--- config.mk ---
export PLATFORM = sky130hd
export DESIGN_NAME = i3c_enthdr_tgt
export DESIGN_NICKNAME = d
export VERILOG_FILES = /design/src/design/i3c_tgt_pkg.sv /design/src/design/i3c_enthdr_tgt.sv /design/src/design/enthdr_tgt_ctrl.sv /design/src/design/i3c_byte_shifter.sv /design/src/design/i3c_bus_sampler.sv
export SDC_FILE = /design/constraint.sdc
export NUM_CORES = 1
export LEC_CHECK = 0
export BUFFER_PORTS_ARGS = -buffer_cell sky130_fd_sc_hd__clkbuf_2
export CELL_PAD_IN_SITES_DETAIL_PLACEMENT = 0
export CELL_PAD_IN_SITES_GLOBAL_PLACEMENT = 2
export CORE_ASPECT_RATIO = 0.7
export CORE_MARGIN = 2
export CORE_UTILIZATION = 40
export CTS_CLUSTER_DIAMETER = 100
export DETAILED_ROUTE_END_ITERATION = 12
export PLACE_DENSITY_LB_ADDON = 0.1
export SLEW_MARGIN = 25
export SYNTH_ARGS = -nofsm -noshare
export SYNTH_HDL_FRONTEND = slang
export SYNTH_HIERARCHICAL = 1
export SYNTH_SLANG_ARGS = --single-unit
--- constraint.sdc ---
create_clock -name i_sys_clk -period 1.78 [get_ports i_sys_clk]
set_input_delay 0.089 -clock i_sys_clk [delete_from_list [all_inputs] [get_ports i_sys_clk]]
set_output_delay 0.089 -clock i_sys_clk [all_outputs]
set_load 0.005 [all_outputs]
--- src/design/i3c_tgt_pkg.sv ---
package i3c_tgt_pkg;

	// ==================================================
	// bus constants
	// ==================================================

	// broadcast address, sent with the write bit.
	localparam logic [6:0] BCAST_ADDR = 7'h7E;

	// broadcast command for HDR-DDR entry.
	localparam logic [7:0] ENTHDR0_CCC = 8'h20;

	// bit counter width and the number of data bits in one byte.
	localparam int BIT_CNT_W = 4;
	localparam logic [BIT_CNT_W-1:0] BYTE_BITS = 4'd8;

	// ==================================================
	// shared types
	// ==================================================

	typedef logic [7:0] byte_t;

	// bus events for one system clock cycle.
	typedef struct packed {
		logic scl_rise;
		logic scl_fall;
		logic start;
		logic stop;
		logic sda;
	} bus_evt_t;

	// target entry FSM states.
	typedef enum logic [2:0] {
		IDLE     = 3'd0,
		ADDR     = 3'd1,
		ACK_WAIT = 3'd2,
		ACK      = 3'd3,
		CMD      = 3'd4,
		TBIT     = 3'd5
	} tgt_state_e;

endpackage
--- src/design/i3c_enthdr_tgt.sv ---
module i3c_enthdr_tgt (
	input  logic i_sys_clk,
	input  logic i_sys_rst,
	input  logic i_engine_en,
	input  logic i_scl,
	input  logic i_sda,
	output logic o_sda_pull_low,
	output logic o_engine_done
);

	import i3c_tgt_pkg::*;

	bus_evt_t bus_evt;
	byte_t    rx_byte;
	logic     byte_done;
	logic     shift_clear;

	// line sampling and event detect.
	i3c_bus_sampler u_sampler (
		.i_sys_clk (i_sys_clk),
		.i_sys_rst (i_sys_rst),
		.i_scl     (i_scl),
		.i_sda     (i_sda),
		.o_evt     (bus_evt)
	);

	// serial to byte.
	i3c_byte_shifter u_shifter (
		.i_sys_clk   (i_sys_clk),
		.i_sys_rst   (i_sys_rst),
		.i_evt       (bus_evt),
		.i_clear     (shift_clear),
		.o_byte      (rx_byte),
		.o_byte_done (byte_done)
	);

	// address, ACK, command and T-bit sequencing.
	enthdr_tgt_ctrl u_ctrl (
		.i_sys_clk      (i_sys_clk),
		.i_sys_rst      (i_sys_rst),
		.i_engine_en    (i_engine_en),
		.i_evt          (bus_evt),
		.i_byte         (rx_byte),
		.i_byte_done    (byte_done),
		.o_shift_clear  (shift_clear),
		.o_sda_pull_low (o_sda_pull_low),
		.o_engine_done  (o_engine_done)
	);

endmodule

--- src/design/enthdr_tgt_ctrl.sv ---
module enthdr_tgt_ctrl (
	input  logic                  i_sys_clk,
	input  logic                  i_sys_rst,
	input  logic                  i_engine_en,
	input  i3c_tgt_pkg::bus_evt_t i_evt,
	input  i3c_tgt_pkg::byte_t    i_byte,
	input  logic                  i_byte_done,
	output logic                  o_shift_clear,
	output logic                  o_sda_pull_low,
	output logic                  o_engine_done
);

	import i3c_tgt_pkg::*;

	tgt_state_e state;

	// command byte captured at the end of CMD.
	byte_t cmd_q;

	logic addr_match;
	logic cmd_match;
	logic tbit_ok;

	// address byte is the broadcast address followed by a write bit.
	assign addr_match = (i_byte == {BCAST_ADDR, 1'b0});

	assign cmd_match = (cmd_q == ENTHDR0_CCC);

	// T-bit gives odd parity over the command.
	assign tbit_ok = (i_evt.sda == ~^cmd_q);

	// ==================================================
	// entry FSM
	// ==================================================

	always_ff @(posedge i_sys_clk or negedge i_sys_rst)
	begin
		if (!i_sys_rst)
		begin
			state          <= IDLE;
			o_sda_pull_low <= 1'b0;
			o_shift_clear  <= 1'b0;
			o_engine_done  <= 1'b0;
		end
		else
		begin
			o_shift_clear <= 1'b0;
			o_engine_done <= 1'b0;

			if (!i_engine_en)
			begin
				// disabled engine holds the bus released.
				state          <= IDLE;
				o_sda_pull_low <= 1'b0;
			end
			else if (i_evt.start)
			begin
				// START or repeated START, the shifter clears itself.
				state          <= ADDR;
				o_sda_pull_low <= 1'b0;
			end
			else if (i_evt.stop)
			begin
				state          <= IDLE;
				o_sda_pull_low <= 1'b0;
			end
			else
			begin
				case (state)
					IDLE:
					begin
						state <= IDLE;
					end

					ADDR:
					begin
						if (i_byte_done)
						begin
							if (addr_match)
								state <= ACK_WAIT;
							else
								state <= IDLE;
						end
					end

					// drive the ACK once SCL drops after bit eight.
					ACK_WAIT:
					begin
						if (i_evt.scl_fall)
						begin
							o_sda_pull_low <= 1'b1;
							state          <= ACK;
						end
					end

					ACK:
					begin
						if (i_evt.scl_fall)
						begin
							o_sda_pull_low <= 1'b0;
							o_shift_clear  <= 1'b1;
							state          <= CMD;
						end
					end

					CMD:
					begin
						if (i_byte_done)
							state <= TBIT;
					end

					TBIT:
					begin
						if (i_evt.scl_rise)
						begin
							o_engine_done <= cmd_match & tbit_ok;
							state         <= IDLE;
						end
					end

					default:
					begin
						state          <= IDLE;
						o_sda_pull_low <= 1'b0;
					end
				endcase
			end
		end
	end

	// command capture.
	always_ff @(posedge i_sys_clk)
	begin
		if ((state == CMD) && i_byte_done)
			cmd_q <= i_byte;
	end

endmodule

--- src/design/i3c_byte_shifter.sv ---
module i3c_byte_shifter (
	input  logic                  i_sys_clk,
	input  logic                  i_sys_rst,
	input  i3c_tgt_pkg::bus_evt_t i_evt,
	input  logic                  i_clear,
	output i3c_tgt_pkg::byte_t    o_byte,
	output logic                  o_byte_done
);

	import i3c_tgt_pkg::*;

	logic [BIT_CNT_W-1:0] bit_cnt;
	logic [BIT_CNT_W-1:0] bit_cnt_nxt;
	byte_t                shift_q;

	assign bit_cnt_nxt = bit_cnt + 1'b1;

	// bit counter and done strobe.
	always_ff @(posedge i_sys_clk or negedge i_sys_rst)
	begin
		if (!i_sys_rst)
		begin
			bit_cnt     <= '0;
			o_byte_done <= 1'b0;
		end
		else
		begin
			o_byte_done <= 1'b0;
			if (i_clear || i_evt.start)
				bit_cnt <= '0;
			else if (i_evt.scl_rise)
			begin
				if (bit_cnt_nxt == BYTE_BITS)
				begin
					bit_cnt     <= '0;
					o_byte_done <= 1'b1;
				end
				else
					bit_cnt <= bit_cnt_nxt;
			end
		end
	end

	// data shifts in MSB first.
	always_ff @(posedge i_sys_clk)
	begin
		if (i_evt.scl_rise)
			shift_q <= {shift_q[6:0], i_evt.sda};
	end

	assign o_byte = shift_q;

endmodule

--- src/design/i3c_bus_sampler.sv ---
module i3c_bus_sampler (
	input  logic                  i_sys_clk,
	input  logic                  i_sys_rst,
	input  logic                  i_scl,
	input  logic                  i_sda,
	output i3c_tgt_pkg::bus_evt_t o_evt
);

	import i3c_tgt_pkg::*;

	// two flop synchronizers, index 1 is the settled level.
	logic [1:0] scl_sync;
	logic [1:0] sda_sync;

	// synchronized levels from the previous cycle.
	logic scl_prev;
	logic sda_prev;

	// registered event strobes.
	logic scl_rise_q;
	logic scl_fall_q;
	logic start_q;
	logic stop_q;

	// ==================================================
	// synchronizers
	// ==================================================

	// idle bus level is high on both lines.
	always_ff @(posedge i_sys_clk or negedge i_sys_rst)
	begin
		if (!i_sys_rst)
		begin
			scl_sync <= 2'b11;
			sda_sync <= 2'b11;
			scl_prev <= 1'b1;
			sda_prev <= 1'b1;
		end
		else
		begin
			scl_sync <= {scl_sync[0], i_scl};
			sda_sync <= {sda_sync[0], i_sda};
			scl_prev <= scl_sync[1];
			sda_prev <= sda_sync[1];
		end
	end

	// ==================================================
	// edge and condition detect
	// ==================================================

	// START and STOP need SCL high in both the old and new sample.
	always_ff @(posedge i_sys_clk or negedge i_sys_rst)
	begin
		if (!i_sys_rst)
		begin
			scl_rise_q <= 1'b0;
			scl_fall_q <= 1'b0;
			start_q    <= 1'b0;
			stop_q     <= 1'b0;
		end
		else
		begin
			scl_rise_q <= scl_sync[1] & ~scl_prev;
			scl_fall_q <= ~scl_sync[1] & scl_prev;
			start_q    <= scl_sync[1] & scl_prev & sda_prev & ~sda_sync[1];
			stop_q     <= scl_sync[1] & scl_prev & ~sda_prev & sda_sync[1];
		end
	end

	assign o_evt = '{
		scl_rise: scl_rise_q,
		scl_fall: scl_fall_q,
		start:    start_q,
		stop:     stop_q,
		sda:      sda_sync[1]
	};

endmodule

== After elaboration in Yosys (flattened, before gate mapping) ==
Cells that the tools add are included.

* Add/sub/neg operators: 1
* Multiply operators: 0
* Divide/modulo/power cells: 0
* $lt $le $gt $ge: 0
* Equality and inequality tests: 15
* Shift-type cells: 0
* Multiplexer cells: 32
* Bitwise operators: 12
* Reductions and logical operators: 8

{| class="wikitable"
|+ Operator list
! kind !! count
|-
| $ne A5 B5 Y1 const B || 5
|-
| $mux W3 || 8
|-
| $mux W1 || 18
|-
| $pmux W3 S5 || 1
|-
| $mux W4 || 3
|-
| $and A1 B1 Y1 || 8
|-
| $eq A8 B6 Y1 const B || 1
|-
| $eq A8 B8 Y1 const B || 1
|-
| $reduce_xnor A8 Y1 || 1
|-
| $eq A3 B2 Y1 const B || 2
|-
| $eq A3 B3 Y1 const B || 2
|-
| $reduce_and A5 Y1 || 1
|-
| $add A4 B1 Y4 const B || 1
|-
| $eq A4 B4 Y1 const B || 1
|-
| $ne A4 B2 Y1 const B || 1
|-
| $not A1 Y1 || 4
|-
| $reduce_or A4 Y1 || 1
|-
| $eq A3 B1 Y1 const B || 1
|-
| $logic_not A3 Y1 || 1
|-
| $pmux W1 S3 || 1
|-
| $reduce_and A3 Y1 || 1
|-
| $mux W2 || 1
|-
| $reduce_bool A2 Y1 || 1
|-
| $eq A1 B1 Y1 || 1
|-
| 2 further kinds || 2
|}

* Register bits: 37
* Bits in latches: 0
* RAM bits: 0
* Memory bits (read-only): 0
* Output and inout port bits: 2
* Memories: 0

== Depth between registers and ports, before layout ==
* Depth in word-level cells: 8
* Gate-level depth with buffers: 5
* Depth with buffers taken out: 5

== Cells and area by module ==
Netlist, hierarchy kept.

{| class="wikitable"
|+ Modules (own cells, without submodules)
! module !! times used !! cells an instance !! area an instance (µm²) !! seq. area each (µm²)
|-
| enthdr_tgt_ctrl || 1 || 64 || 734.5 || 390.4
|-
| i3c_byte_shifter || 1 || 32 || 486.7 || 365.4
|-
| i3c_bus_sampler || 1 || 19 || 327.8 || 257.7
|}

== Least setup slack after synthesis ==
No wires, ideal clock.

* Kind: reg-to-reg
* From: register u_ctrl.cmd_q[2]
* To: register u_ctrl.o_engine_done
* Library setup time: 0.096 ns
* Arrival time: 1.331 ns
* Required time: 1.684 ns
* Slack: 0.353 ns
* Cell stages (with the launch flop): 6
* Buffers on the path: 0
* Path through: edfxtp_1 > inv_1 > ha_1 > xnor3_1 > xnor2_1 > nor4_2

* Cells in the longest elaborated chain, start to end: 8
* Elaborated cells on any way between the ends: 9
* Classes of those cells: eq/ne (2); mux (5); bitwise (1); reduce/logical (1)

{| class="wikitable"
|+ RTL lines
! item !! line !! text
|-
| start, declared || enthdr_tgt_ctrl.sv:18 || <nowiki>byte_t cmd_q;</nowiki>
|-
| start signal, assigned || enthdr_tgt_ctrl.sv:135 || <nowiki>cmd_q <= i_byte;</nowiki>
|-
| $reduce_xnor A8 Y1 || enthdr_tgt_ctrl.sv:30 || <nowiki>assign tbit_ok = (i_evt.sda == ~^cmd_q);</nowiki>
|-
| $eq A1 B1 Y1 || enthdr_tgt_ctrl.sv:30 ||
|-
| $and A1 B1 Y1 * || enthdr_tgt_ctrl.sv:116 || <nowiki>o_engine_done <= cmd_match & tbit_ok;</nowiki>
|-
| $mux W1 * || enthdr_tgt_ctrl.sv:114 || <nowiki>if (i_evt.scl_rise)</nowiki>
|-
| $mux W1 * || enthdr_tgt_ctrl.sv:69 || <nowiki>case (state)</nowiki>
|-
| $mux W1 * || enthdr_tgt_ctrl.sv:62 || <nowiki>else if (i_evt.stop)</nowiki>
|-
| $mux W1 * || enthdr_tgt_ctrl.sv:56 || <nowiki>else if (i_evt.start)</nowiki>
|-
| $mux W1 * || enthdr_tgt_ctrl.sv:50 || <nowiki>if (!i_engine_en)</nowiki>
|-
| end signal, assigned || enthdr_tgt_ctrl.sv:116 ||
|-
| end, declared || enthdr_tgt_ctrl.sv:10 || <nowiki>output logic o_engine_done</nowiki>
|}

Mark *: on every way between the ends. The rest lies on a longest branch, timed or not.
A chain may end at the register's enable or synchronous reset.

== Final worst setup path ==
Ends and elaborated chain as after synthesis.

==> out/qor.csv <==
metric,value,unit
outcome,"finished, final reports clean",
layout cell share with drive strength beyond 1,20.31,%
Final Hold Fails,0,
synthesized instance count,115,
final WL,2330,µm
pwr/cell area,1028,nW/µm²
Antenna Cells,0,
# rows,18,
Post-Syn Nets,125,
post-DP HPWL,1643,µm
Slew HR,65.63,%
CTS buffer count,5,
Die H,56.07,µm
CTS tree,yes,
core area,3626,µm²
maximum buffer depth of the clock tree,2,
"Seq/Total Area, Yosys",65.43,%
Die W,78.38,µm
clk_skew,4.111,ps
# IOs,7,
met3 wire length,83,µm
"Clk Latency, worst-skew pair",280,ps
"Async S/R FF share, synth",56.76,%
detailed-route via count,838,
area grow syn2layout,13.41,%
DR iter-0 viols,33,
GR Util All Layers,12.11,%
vias in the first global route,832,
Worst Path Arrival,1690,ps
Yosys warnings,6,
pin count of the biggest net entering global routing,22,
DRC Markers,0,
initial antenna violation count,0,
met2 WL,956,µm
worst path cell trace,inv_1 > ha_1 > xnor3_1 > xnor2_1 > nor4_2,
Via density,4.708,
DP Worst Slack,285.3,ps
crit path buf inv count,1,
Pre-antenna DRT Iters,4,
Pleak,0.7208,nW
H-tree levels,2,
root buffer cell,clkbuf_8,
Max-Cap Viols,0,
post-route setup TNS,0,ps
flop2flop setup slack,290,ps
post-CTS resize count,0,
Worst path max stage delay,390,ps
Slew Limit Fails,0,
Worst Tran Pin Value,515.5,ps
Final ANT Viol Nets,0,
synthesized area per cell,13.47,µm²
area post-placement,1612,µm²
maximum vdd drop,0.4397,mV
Final Cell Area,1757,µm²
critical path class,flop to flop,
worst path required time,1980,ps
first-pass GRT wire length,3933,µm
routed len/inst,13.09,µm
type of origin of the critical path,flop,
total gr overflow,0,
clock sink count,37,
final worst slack,292.4,ps
Synth Cell Area,1549,µm²
largest delay contributor family on the critical path,XOR/XNOR gates,
critical path peak fanout,1,
Final GP Congestion,0.7957,
Post-synth EDFFs,16,
Yosys cell types,32,
#FFs+latches synth,37,
Hold Path Class,input pin to flop,
Final nets,137,
"Slowest-stage cell, CP",xnor3_1,
Initial Utilization,42.72,%
Tcrit/Tclk final,83.57,%
RSZ-0062 raised after global routing,no,
WL met1,1255,µm
crit end category,flop,
Period minus WS final,1488,ps
Fmax achieved,0.6722,GHz
Synth Flop Type,edfxtp_1,
endpoints failing setup,0,
Die ar.,4394,µm²
top sig layer,met4,
"CTS clk-pin slew, worst paths",70,ps
Port Buffers,6,
synth_stat cells (3+ instances only):
master,instances,area share [%]
inv_1,11,2.7
nor2b_1,3,1.2
ha_1,5,4.0
dfstp_2,6,10
nand3b_1,3,1.5
a21oi_1,5,1.6
edfxtp_1,16,31
and4b_1,4,2.6
o21ai_0,3,0.97
buf_4,6,2.9
nor2_1,6,1.5
dfrtp_1,15,24
xor2_1,3,1.7
nand2_1,8,1.9
report_power, final:
group / total [W] / internal [W] / switching (W) / leakage (nW)
Sequential: 0.000994 / 0.000947 / 0.0000470 / 0.412
Clock: 0.000691 / 0.000399 / 0.000293 / 0.0556
Combinational: 0.000120 / 0.0000572 / 0.0000631 / 0.253
cells by family after synthesis:
logic type,Yosys count,share of synthesized area [%]
DFF,37,65.43
and+or+nand+nor,36,14.22
buffers and inverters,17,5.573
AOI/OAI and AO/OA,13,5.735
xor gates and xnor gates,5,3.716
adders and majority gates,5,4.039
muxes,2,1.292
per-stage QoR:
stage,hold WS [ps],instances,utilization [%],total power [W]
finish,48.69,178,48.45,0.001806
floorplan,-206.6,115,-,0.001089
CTS,41.78,178,48.45,0.001828
global placement,77.97,167,44.44,0.001121
detailed placement,84.50,167,44.44,0.001129
global route,49.46,178,48.45,0.001894
final timing paths:
kind | startpoint | end | depth (start not counted)
setup / recovery | u_ctrl/cmd_q[2] | u_ctrl/o_engine_done | 5
hold / removal | i_engine_en | u_ctrl/state[0] | 3
setup reg to reg | u_ctrl/cmd_q[2] | u_ctrl/o_engine_done | 5
hold reg to reg | u_sampler/scl_sync[0] | u_sampler/scl_sync[1] | 0
max in group asynchronous | i_sys_rst | u_sampler/sda_prev | 2
min in group asynchronous | i_sys_rst | u_ctrl/o_engine_done | 2
layout by cell type (no fill, tap or decap), types with 2 or more instances in the layout:
master / synthesis / routed
a21oi_1: 5 / 5
and4b_1: 4 / 4
buf_4: 6 / 2
clkbuf_2: 0 / 6
clkbuf_8: 0 / 6
dfrtp_1: 15 / 15
dfstp_2: 6 / 6
dlygate4sd3_1: 0 / 3
edfxtp_1: 16 / 16
ha_1: 5 / 5
inv_1: 11 / 11
mux2i_1: 2 / 2
nand2_1: 8 / 8
nand3_1: 2 / 2
nand3b_1: 3 / 3
nor2_1: 6 / 6
nor2b_1: 3 / 3
o21ai_0: 3 / 3
or2_2: 2 / 2
xor2_1: 3 / 3
area by class of cell:
class	instances	area, µm²
fill	330	1869
sequential	37	1013
multi-input combinational	61	449.2
clock buffer	7	107.6
timing repair buffer	11	75.07
tap	50	62.56
inverter	11	41.29
clock inverter	1	7.507
routing by layer:
layer,vias to the layer above,track usage [%]
li1,420,-
met1,403,16.72
met2,10,16.75
met3,5,5.357
met4,0,4.511
met5,-,0
worst min-delay path, stage by stage:
cell	delay [ps]
clkbuf_2	80
o21ai_0	70
a311oi_1	50
sequential cells by signal, summed over array words and instances, names as in the netlist:
name and count:
u_ctrl/cmd_q 8, u_shifter/o_byte 8, u_shifter/bit_cnt 4, u_ctrl/state 3, u_sampler/scl_sync 2, u_sampler/sda_sync 2, u_ctrl/o_engine_done 1, u_ctrl/o_sda_pull_low 1
u_ctrl/o_shift_clear 1, u_sampler/scl_fall_q 1, u_sampler/scl_prev 1, u_sampler/scl_rise_q 1, u_sampler/sda_prev 1, u_sampler/start_q 1, u_sampler/stop_q 1, u_shifter/o_byte_done 1
repair_timing:
item | CTS | global route
hold buffers | 3 | 0
hold endpoints to repair | 17 | 0
setup buffers | 0 | 0
setup endpoints to repair | 0 | 0
No activity file was read; power rests on OpenSTA's default activity.
